===== src/design/rom_image.hex =====
// Each line is one 32-bit word and each slave owns 16 lines in slot order
00A5003C
01A5013C
02A5023C
03A5033C
04A5043C
05A5053C
06A5063C
07A5073C
08A5083C
09A5093C
0AA50A3C
0BA50B3C
0CA50C3C
0DA50D3C
0EA50E3C
0FA50F3C
10A5103C
11A5113C
12A5123C
13A5133C
14A5143C
15A5153C
16A5163C
17A5173C
18A5183C
19A5193C
1AA51A3C
1BA51B3C
1CA51C3C
1DA51D3C
1EA51E3C
1FA51F3C
20A5203C
21A5213C
22A5223C
23A5233C
24A5243C
25A5253C
26A5263C
27A5273C
28A5283C
29A5293C
2AA52A3C
2BA52B3C
2CA52C3C
2DA52D3C
2EA52E3C
2FA52F3C
30A5303C
31A5313C
32A5323C
33A5333C
34A5343C
35A5353C
36A5363C
37A5373C
38A5383C
39A5393C
3AA53A3C
3BA53B3C
3CA53C3C
3DA53D3C
3EA53E3C
3FA53F3C


===== src/design/axi_rd_pkg.sv =====
package axi_rd_pkg;

    localparam int ADDR_WIDTH  = 16;
    localparam int DATA_WIDTH  = 32;
    localparam int ID_WIDTH    = 4;
    localparam int ROM_WORDS   = 16;
    localparam int TRK_DEPTH   = 4;

    localparam int NUM_SLAVES  = 4;
    localparam int SLV_SEL_W   = $clog2(NUM_SLAVES);
    localparam int TRK_PTR_W   = $clog2(TRK_DEPTH);
    localparam int WORD_IDX_W  = $clog2(ROM_WORDS);
    localparam int REGION_BITS = 4;                   // Top address bits that pick the target
    localparam int LAT_CNT_W   = 4;                   // Wide enough for slave latencies up to 16
    localparam int IMG_WORDS   = NUM_SLAVES * ROM_WORDS;

    localparam string ROM_IMAGE = "/design/src/design/rom_image.hex";

    // Mapped regions share their encoding with the slave port index
    typedef enum logic [2:0] {
        REG_S0   = 3'd0,
        REG_S1   = 3'd1,
        REG_S3   = 3'd2,
        REG_S4   = 3'd3,
        REG_NONE = 3'd4
    } region_e;

    typedef enum logic [1:0] {
        RESP_OKAY   = 2'd0,
        RESP_DECERR = 2'd3
    } resp_e;

    typedef struct packed {
        logic [ADDR_WIDTH-1:0] addr;
        logic [ID_WIDTH-1:0]   id;
    } ar_req_t;

    typedef struct packed {
        logic [DATA_WIDTH-1:0] data;
        resp_e                 resp;
        logic [ID_WIDTH-1:0]   id;
    } r_beat_t;

endpackage


===== src/design/axi_ar_slice.sv =====
module axi_ar_slice import axi_rd_pkg::*; (
    input  logic    clk_i,
    input  logic    rst,
    input  logic    in_valid,
    output logic    in_ready,
    input  ar_req_t in_req,
    output logic    out_valid,
    input  logic    out_ready,
    output ar_req_t out_req
);

    logic    main_valid;
    ar_req_t main_req;
    logic    skid_valid;
    ar_req_t skid_req;
    logic    main_free;
    logic    ready_q;

    assign main_free = !main_valid || out_ready;  // Main register empties this cycle
    assign in_ready  = ready_q;                   // Straight from a flop
    assign out_valid = main_valid;
    assign out_req   = main_req;

    always_ff @(posedge clk_i) begin
        if (rst) begin
            main_valid <= 1'b0;
            skid_valid <= 1'b0;
            ready_q    <= 1'b0;
        end else if (main_free) begin
            ready_q <= 1'b1;                       // Skid entry is empty after this edge
            if (skid_valid) begin
                main_valid <= 1'b1;                // Drain the parked request first
                skid_valid <= 1'b0;
            end else begin
                main_valid <= in_valid;
            end
        end else if (in_valid && in_ready) begin
            skid_valid <= 1'b1;                    // Output stalled so park the new one
            ready_q    <= 1'b0;
        end
    end

    always_ff @(posedge clk_i) begin
        if (main_free) begin
            if (skid_valid) begin
                main_req <= skid_req;
            end else if (in_valid) begin
                main_req <= in_req;
            end
        end else if (in_valid && in_ready) begin
            skid_req <= in_req;
        end
    end

endmodule


===== src/design/axi_slave_mux_ar.sv =====
module axi_slave_mux_ar import axi_rd_pkg::*; (
    input  logic                  ar_valid,
    output logic                  ar_ready,
    input  ar_req_t               ar_req,
    output logic [NUM_SLAVES-1:0] s_ar_valid,
    input  logic [NUM_SLAVES-1:0] s_ar_ready,
    input  logic                  trk_space,
    output logic                  ar_fire,
    output region_e               ar_region
);

    logic [SLV_SEL_W-1:0] slv_sel;

    always_comb begin
        case (ar_req.addr[ADDR_WIDTH-1 -: REGION_BITS])
            4'h0: begin
                ar_region = REG_S0;
            end
            4'h1: begin
                ar_region = REG_S1;
            end
            4'h3: begin
                ar_region = REG_S3;
            end
            4'h4: begin
                ar_region = REG_S4;
            end
            default: begin
                ar_region = REG_NONE;
            end
        endcase
    end

    assign slv_sel = SLV_SEL_W'(ar_region);

    // A full tracker blocks every request, mapped or not
    always_comb begin
        s_ar_valid = '0;
        if (ar_region == REG_NONE) begin
            ar_ready = trk_space;  // Tracker answers these itself
        end else begin
            s_ar_valid[slv_sel] = ar_valid && trk_space;
            ar_ready            = s_ar_ready[slv_sel] && trk_space;
        end
    end

    assign ar_fire = ar_valid && ar_ready;

endmodule


===== src/design/axi_rom_slave.sv =====
module axi_rom_slave import axi_rd_pkg::*; #(
    parameter int SLOT    = 0,
    parameter int LATENCY = 1
) (
    input  logic    clk_i,
    input  logic    rst,
    input  logic    ar_valid,
    output logic    ar_ready,
    input  ar_req_t ar_req,
    output logic    r_valid,
    input  logic    r_ready,
    output r_beat_t r_beat
);

    typedef enum logic [1:0] {
        ST_IDLE,
        ST_WAIT,
        ST_RESP
    } state_e;

    state_e                 state;
    logic [LAT_CNT_W-1:0]   cnt;
    logic [WORD_IDX_W-1:0]  word_idx;
    logic [ID_WIDTH-1:0]    id_q;
    logic [DATA_WIDTH-1:0]  data_q;
    logic [DATA_WIDTH-1:0]  rom [ROM_WORDS];

    initial begin : load_rom
        logic [DATA_WIDTH-1:0] image [IMG_WORDS];
        $readmemh(ROM_IMAGE, image);
        for (int i = 0; i < ROM_WORDS; i++) begin
            rom[i] = image[SLOT * ROM_WORDS + i];
        end
    end

    assign ar_ready = (state == ST_IDLE);
    assign r_valid  = (state == ST_RESP);
    assign r_beat   = '{data: data_q, resp: RESP_OKAY, id: id_q};

    always_ff @(posedge clk_i) begin
        if (rst) begin
            state <= ST_IDLE;
            cnt   <= '0;
        end else begin
            case (state)
                ST_IDLE: begin
                    if (ar_valid) begin
                        state <= ST_WAIT;
                        cnt   <= LAT_CNT_W'(LATENCY - 1);
                    end
                end
                ST_WAIT: begin
                    if (cnt == '0) begin
                        state <= ST_RESP;
                    end else begin
                        cnt <= cnt - 1'b1;
                    end
                end
                ST_RESP: begin
                    if (r_ready) begin
                        state <= ST_IDLE;
                    end
                end
                default: begin
                    state <= ST_IDLE;
                end
            endcase
        end
    end

    always_ff @(posedge clk_i) begin
        if (state == ST_IDLE && ar_valid) begin
            word_idx <= ar_req.addr[WORD_IDX_W+1:2];  // Word aligned within the slave
            id_q     <= ar_req.id;
        end
        if (state == ST_WAIT && cnt == '0) begin
            data_q <= rom[word_idx];
        end
    end

endmodule


===== src/design/axi_read_tracker.sv =====
module axi_read_tracker import axi_rd_pkg::*; (
    input  logic                           clk_i,
    input  logic                           rst,
    input  logic                           ar_fire,
    input  region_e                        ar_region,
    input  logic [ID_WIDTH-1:0]            ar_id,
    output logic                           trk_space,
    input  logic [NUM_SLAVES-1:0]          s_r_valid,
    input  r_beat_t [NUM_SLAVES-1:0]       s_r_beat,
    output logic [NUM_SLAVES-1:0]          s_r_ready,
    output logic                           r_valid,
    input  logic                           r_ready,
    output r_beat_t                        r_beat
);

    typedef struct packed {
        region_e             region;
        logic [ID_WIDTH-1:0] id;
    } trk_entry_t;

    trk_entry_t             table_q [TRK_DEPTH];
    logic [TRK_PTR_W-1:0]   wr_ptr;
    logic [TRK_PTR_W-1:0]   rd_ptr;
    logic [TRK_PTR_W:0]     count;
    trk_entry_t             head;
    logic                   head_valid;
    logic                   head_none;
    logic [SLV_SEL_W-1:0]   head_sel;
    logic                   err_valid;
    logic                   r_fire;

    assign head       = table_q[rd_ptr];
    assign head_valid = (count != '0);
    assign head_none  = (head.region == REG_NONE);
    assign head_sel   = SLV_SEL_W'(head.region);
    assign trk_space  = (count != (TRK_PTR_W + 1)'(TRK_DEPTH));
    assign r_fire     = r_valid && r_ready;

    // Only the slave at the head of the table may hand over its beat
    always_comb begin
        s_r_ready = '0;
        if (head_valid && head_none) begin
            r_valid = err_valid;
            r_beat  = '{data: '0, resp: RESP_DECERR, id: head.id};
        end else if (head_valid) begin
            r_valid             = s_r_valid[head_sel];
            r_beat              = s_r_beat[head_sel];
            s_r_ready[head_sel] = r_ready;
        end else begin
            r_valid = 1'b0;
            r_beat  = s_r_beat[head_sel];
        end
    end

    always_ff @(posedge clk_i) begin
        if (rst) begin
            wr_ptr    <= '0;
            rd_ptr    <= '0;
            count     <= '0;
            err_valid <= 1'b0;
        end else begin
            if (ar_fire) begin
                wr_ptr <= wr_ptr + 1'b1;
            end
            if (r_fire) begin
                rd_ptr <= rd_ptr + 1'b1;
            end
            if (ar_fire && !r_fire) begin
                count <= count + 1'b1;
            end else if (r_fire && !ar_fire) begin
                count <= count - 1'b1;
            end
            // Error beat shows up one cycle after an unmapped entry reaches the head
            if (r_fire) begin
                err_valid <= 1'b0;
            end else begin
                err_valid <= head_valid && head_none;
            end
        end
    end

    always_ff @(posedge clk_i) begin
        if (ar_fire) begin
            table_q[wr_ptr] <= '{region: ar_region, id: ar_id};
        end
    end

endmodule


===== src/design/axi_rd_subsys.sv =====
module axi_rd_subsys import axi_rd_pkg::*; (
    input  logic    clk_i,
    input  logic    rst,
    input  logic    ar_valid,
    output logic    ar_ready,
    input  ar_req_t ar_req,
    output logic    r_valid,
    input  logic    r_ready,
    output r_beat_t r_beat
);

    logic                       slc_valid;
    logic                       slc_ready;
    ar_req_t                    slc_req;
    logic [NUM_SLAVES-1:0]      s_ar_valid;
    logic [NUM_SLAVES-1:0]      s_ar_ready;
    logic [NUM_SLAVES-1:0]      s_r_valid;
    logic [NUM_SLAVES-1:0]      s_r_ready;
    r_beat_t [NUM_SLAVES-1:0]   s_r_beat;
    logic                       ar_fire;
    region_e                    ar_region;
    logic                       trk_space;

    axi_ar_slice i_slice (
        .clk_i     (clk_i),
        .rst       (rst),
        .in_valid  (ar_valid),
        .in_ready  (ar_ready),
        .in_req    (ar_req),
        .out_valid (slc_valid),
        .out_ready (slc_ready),
        .out_req   (slc_req)
    );

    axi_slave_mux_ar i_mux (
        .ar_valid   (slc_valid),
        .ar_ready   (slc_ready),
        .ar_req     (slc_req),
        .s_ar_valid (s_ar_valid),
        .s_ar_ready (s_ar_ready),
        .trk_space  (trk_space),
        .ar_fire    (ar_fire),
        .ar_region  (ar_region)
    );

    // Slots 0 to 3 serve regions 0, 1, 3 and 4, each one cycle slower than the last
    for (genvar i = 0; i < NUM_SLAVES; i++) begin : g_slave
        axi_rom_slave #(
            .SLOT    (i),
            .LATENCY (i + 1)
        ) i_rom (
            .clk_i    (clk_i),
            .rst      (rst),
            .ar_valid (s_ar_valid[i]),
            .ar_ready (s_ar_ready[i]),
            .ar_req   (slc_req),
            .r_valid  (s_r_valid[i]),
            .r_ready  (s_r_ready[i]),
            .r_beat   (s_r_beat[i])
        );
    end

    axi_read_tracker i_tracker (
        .clk_i     (clk_i),
        .rst       (rst),
        .ar_fire   (ar_fire),
        .ar_region (ar_region),
        .ar_id     (slc_req.id),
        .trk_space (trk_space),
        .s_r_valid (s_r_valid),
        .s_r_beat  (s_r_beat),
        .s_r_ready (s_r_ready),
        .r_valid   (r_valid),
        .r_ready   (r_ready),
        .r_beat    (r_beat)
    );

endmodule


===== config.mk =====
export PLATFORM = sky130hd
export DESIGN_NAME = axi_rd_subsys
export DESIGN_NICKNAME = d
export VERILOG_FILES = /design/src/design/axi_rd_pkg.sv /design/src/design/axi_ar_slice.sv /design/src/design/axi_slave_mux_ar.sv /design/src/design/axi_rom_slave.sv /design/src/design/axi_read_tracker.sv /design/src/design/axi_rd_subsys.sv
export SDC_FILE = /design/constraint.sdc
export NUM_CORES = 1
export LEC_CHECK = 0
export BUFFER_PORTS_ARGS = -buffer_cell sky130_fd_sc_hd__buf_4
export CORE_MARGIN = 1.5
export CORE_UTILIZATION = 65
export CTS_BUF_LIST = sky130_fd_sc_hd__clkbuf_2 sky130_fd_sc_hd__clkbuf_4 sky130_fd_sc_hd__clkbuf_8
export DETAILED_ROUTE_END_ITERATION = 8
export GPL_TIMING_DRIVEN = 0
export PLACE_DENSITY_LB_ADDON = 0.05
export SLEW_MARGIN = 10
export SYNTH_ARGS = -nofsm -noshare
export SYNTH_HDL_FRONTEND = slang
export SYNTH_HIERARCHICAL = 1
export SYNTH_SLANG_ARGS = --single-unit

===== constraint.sdc =====
create_clock -name clk_i -period 8.35 [get_ports clk_i]
set_input_delay 0.835 -clock clk_i [delete_from_list [all_inputs] [get_ports clk_i]]
set_output_delay 0.835 -clock clk_i [all_outputs]
set_load 0.02 [all_outputs]

## After elaboration in Yosys (flattened, before gate mapping)

Memories as Yosys holds them, arrays and structs flattened. A register that Yosys moved wholly into a read port is not among the register bits.
Index checks and enable logic that the tools add are counted.

| storage, ports and cells | value |
|---|---|
| flip-flop bits (word level) | 219 |
| memories | 1 |
| word-level logic and storage cells | 181 |
| latch bits | 0 |
| memory bits (read-only) | 0 |
| output and inout port bits | 40 |
| bits in writable memories | 28 |

Memories:

| memory | words | bits a word | read ports | clocked after memory_dff | wr ports | RTL line | text |
|---|---|---|---|---|---|---|---|
| i_tracker.table_q | 4 | 7 | 1 | 1 | 1 | axi_read_tracker.sv:21 | `trk_entry_t table_q [TRK_DEPTH];` |

| operators by class | value |
|---|---|
| equality and inequality tests | 30 |
| shift operators | 0 |
| divide/modulo/power cells | 0 |
| multiply operators | 0 |
| muxes and demuxes | 57 |
| bitwise operators | 3 |
| magnitude comparators | 4 |
| $add $sub $neg | 8 |
| reductions and logical operators | 51 |

Operators with widths:

| kind | number |
|---|---|
| 38-bit binary-select mux with 2-bit select | 1 |
| 38-bit two-way mux | 2 |
| 4-bit two-way mux | 11 |
| 20-bit two-way mux | 2 |
| 4-bit one-hot mux with 2 select lines | 4 |
| 2-bit two-way mux | 14 |
| 2-bit != test, second input constant | 12 |
| 2-bit one-hot mux with 3 select lines | 4 |
| 3-bit AND reduction | 8 |
| 4-bit zero test | 5 |
| 1-bit logical AND | 18 |
| 4-bit by 1-bit subtractor with 4-bit output, second input constant | 4 |
| 2-bit nonzero test | 7 |
| 1-bit two-way mux | 12 |
| 3-bit one-hot mux with 4 select lines | 1 |
| 4-bit bitwise AND | 2 |
| 2-bit by 1-bit == test with 1-bit output, second input constant | 4 |
| 2-bit == test, second input constant | 4 |
| 2-bit zero test | 4 |
| 2-bit by 1-bit != test with 1-bit output, second input constant | 4 |
| 3-bit == test, second input constant | 2 |
| 2-bit by 3-bit < comparator with 1-bit output, second input constant | 2 |
| 3-bit two-way mux | 2 |
| 2-bit by 1-bit adder with 2-bit output, second input constant | 2 |
| 15 further kinds | 22 |

## Longest topological paths before layout

| logic depth | value |
|---|---|
| word-level depth | 11 |
| gate-level depth with buffers | 12 |
| depth with buffers taken out | 10 |

## By module

Netlist, hierarchy kept.

By module, submodules not included:

| module | cells an instance | times used | area an instance (um2) |
|---|---|---|---|
| axi_read_tracker | 204 | 1 | 2857.7 |
| axi_ar_slice | 75 | 1 | 1561.5 |
| axi_rom_slave at g_slave[0].i_rom | 76 | 1 | 716.9 |
| axi_rom_slave at g_slave[2].i_rom | 76 | 1 | 708.2 |
| axi_rom_slave at g_slave[1].i_rom | 76 | 1 | 706.9 |
| axi_rom_slave at g_slave[3].i_rom | 74 | 1 | 701.9 |
| axi_slave_mux_ar | 22 | 1 | 142.6 |

## Least setup slack after synthesis

OpenSTA, ideal clock, no wires.

| path | value |
|---|---|
| path kind | register to register |
| from | reg (tool-made name) |
| to | reg i_tracker.count[2] |
| cell stages (with the launch flop) | 13 |
| slack | 5.385 ns |
| setup time | 0.070 ns |
| arrival time | 2.895 ns |
| path through | dfxtp_1 buf_6 mux4_2 buf_6 nor4b_1 a21o_1 or3_1 ha_1 inv_1 fa_1 xor2_1 or3_1 a21oi_1 |

RTL lines:

| item | RTL line | text |
|---|---|---|
| end signal, assigned | axi_read_tracker.sv:69 | `count <= count + 1'b1;` |
| end signal, assigned | axi_read_tracker.sv:71 | `count <= count - 1'b1;` |
| end, declared | axi_read_tracker.sv:24 | `logic [TRK_PTR_W:0] count;` |

==> reports/metrics.cfg <==
[layout]
num_antenna_cells = 0
finalNonFillerCells = 867
fin_area_sq_um = 7590
area.growth.synth_to_final_pct = 16.0
fin_nets = 767
drive_above_1_share_pct = 35.6

[pwr]
ir_worst_vdd_mv = 0.157
power_density_nw_per_um2 = 185
leakage_nw = 3.26

[synthesis]
syn_avg_cell_area_sq_um = 11.5
netlist_area_sq_um = 6540
synthCells = 567
ys_warn_count = 6

[detailed_routing]
wl_per_cell_um = 13.1
routed_wl_mm = 11.3
drt_pass1_iterations = 6
postRouteAntennaNets = 0
drc = 0
vias = 4242
routed_via_density = 4.89
first_iter_violations = 224

[setup_path]
crit_path_end_kind = output pin
crit_path_start_kind = flip-flop
worst-r2r-cell-count = 12
rrSetupSlack_ns = 5.01
critPathMaxFanout = 10
worst-setup-path-type = flip-flop to output pin
r2r_end = i_tracker/count[2]
cp_data_required_time_ns = 7.52
worstPathArrival_ns = 2.73

[sta]
worst_slew_margin_rel_pct = 50.7
setup-tns-final_ns = 0
finClkSkew_ns = 0.0126
slew_viol_final = 0
final-hold-violation-count = 0
setup_violations = 0
grt_setup_unrepaired = false
fin_ws_ns = 4.79
min_period_ns = 3.56
worstMarginPinSlew_ns = 0.739
post-route-period-util_pct = 42.6
fmax_ghz = 0.281

[placement]
dpl_worst_slack_ns = 5.02
hpwl_mm = 8.61
placedCellCount = 851
io_buffers = 19
placed_area_sq_um = 7340
place_congestion = 0.842

[global_routing]
grt_pass1_wl_mm = 18.1
grt_max_degree = 29
antenna_found_initial = 0
grt_pass1_vias = 4013
grt-ovfl-total = 0
grtUsageTotal_pct = 22.5

[min_path]
hp-class = flip-flop to flip-flop
min_to = g_slave[2].i_rom/cnt[1]
min_from = g_slave[2].i_rom/cnt[1]
holdPathStages = 2

[clocking]
insertion_delay_ns = 0.36
cts.sinks = 97
post_cts_resized = 0
path_clk_slew_ns = 0.09
postCtsSetupBuffers = 0
cts_hold_buffers = 0
numCtsBuffers = 9
cts_tree = done
root_buffer = clkbuf_8
cts.htree.levels = 3
cts_max_path_buffers = 2

[die]
die_y_um = 103
die-area_sq_um = 10700
pin_count = 64
rows = 36
start_util_pct = 66.9
chipWidth_um = 103
core_sq_um = 9770

[outcome]
outcome = complete, no violations

[job]
maxCapViolCount = 0

-- registers in the layout, summed over array words and instances (netlist names), named ones only --
name / flops
i_slice/skid_req: 8
i_slice/out_valid: 1
g_slave.i_rom/cnt: 16
i_slice/in_ready: 1
i_tracker/table_q: 28
i_slice/out_req: 8
i_tracker/wr_ptr: 2
g_slave.i_rom/id_q: 16
i_tracker/rd_ptr: 2
i_tracker/err_valid: 1
g_slave.i_rom/state: 8
i_slice/skid_valid: 1
i_tracker/count: 3
-- cell type report --
cell class / count / area (sq um)
Buffer: 156 / 1170
Clock buffer: 10 / 138
Clock inverter: 6 / 105
Fill cell: 690 / 2190
Inverter: 22 / 82.6
Multi-Input combinational cell: 424 / 3240
Sequential cell: 97 / 2540
Tap cell: 133 / 166
Timing Repair Buffer: 19 / 143
-- placed cells by master, fill, tap and decap left out, drive strengths merged, types with 9 or more instances in the layout --
cell type and instances:
a211oi 14, a21oi 18, buf 166, clkbuf 19
conb 136, dfxtp 37, edfxtp 60, ha 13
inv 22, mux2 14, mux2i 9, mux4 43
nor2 24, nor2b 40, o21ai 12, or3 11
or4 12
-- metal layers --
metal,track usage (%),share of wire [%]
met5,0,0
met4,7.48,1.4
met3,4.03,4.5
met2,43.1,54
met1,25.2,40
-- stage by stage --
step                total power, mW  util (%)  hold slack, ns
floorplan                     0.966         -           0.452
global placement               1.03      75.1           0.465
detailed placement             1.04      75.1           0.477
CTS                            1.40      77.6           0.496
global route                   1.48      77.6           0.526
finish                         1.40      77.6           0.494
-- power breakdown --
| part | switching [mW] | total (mW) | internal [mW] |
|---|---|---|---|
| registers | 0.0220 | 0.557 | 0.535 |
| clock network | 0.154 | 0.359 | 0.205 |
| logic | 0.258 | 0.484 | 0.226 |
-- worst max path at each step --
stage,start,endpoint,slack (ns),depth (start not counted)
2_1_floorplan,flip-flop,i_tracker/count[2],5.39,12
3_3_place_gp,flip-flop,i_tracker/count[2],5.20,12
3_5_place_dp,flip-flop,i_tracker/count[2],5.02,12
4_1_cts,flip-flop,r_beat[4],4.75,8
5_1_grt,flip-flop,r_beat[5],4.67,8
6_report,flip-flop,r_beat[4],4.79,8
-- worst max-delay path, stage by stage, from the launching register on --
cell and delay (ns):
dfxtp_1 0.33, buf_6 0.16, mux4_2 0.60, buf_6 0.20, nor3_2 0.29, buf_4 0.24
buf_2 0.25, or2_2 0.15, buf_4 0.13
No activity file was read; power rests on OpenSTA's default activity.
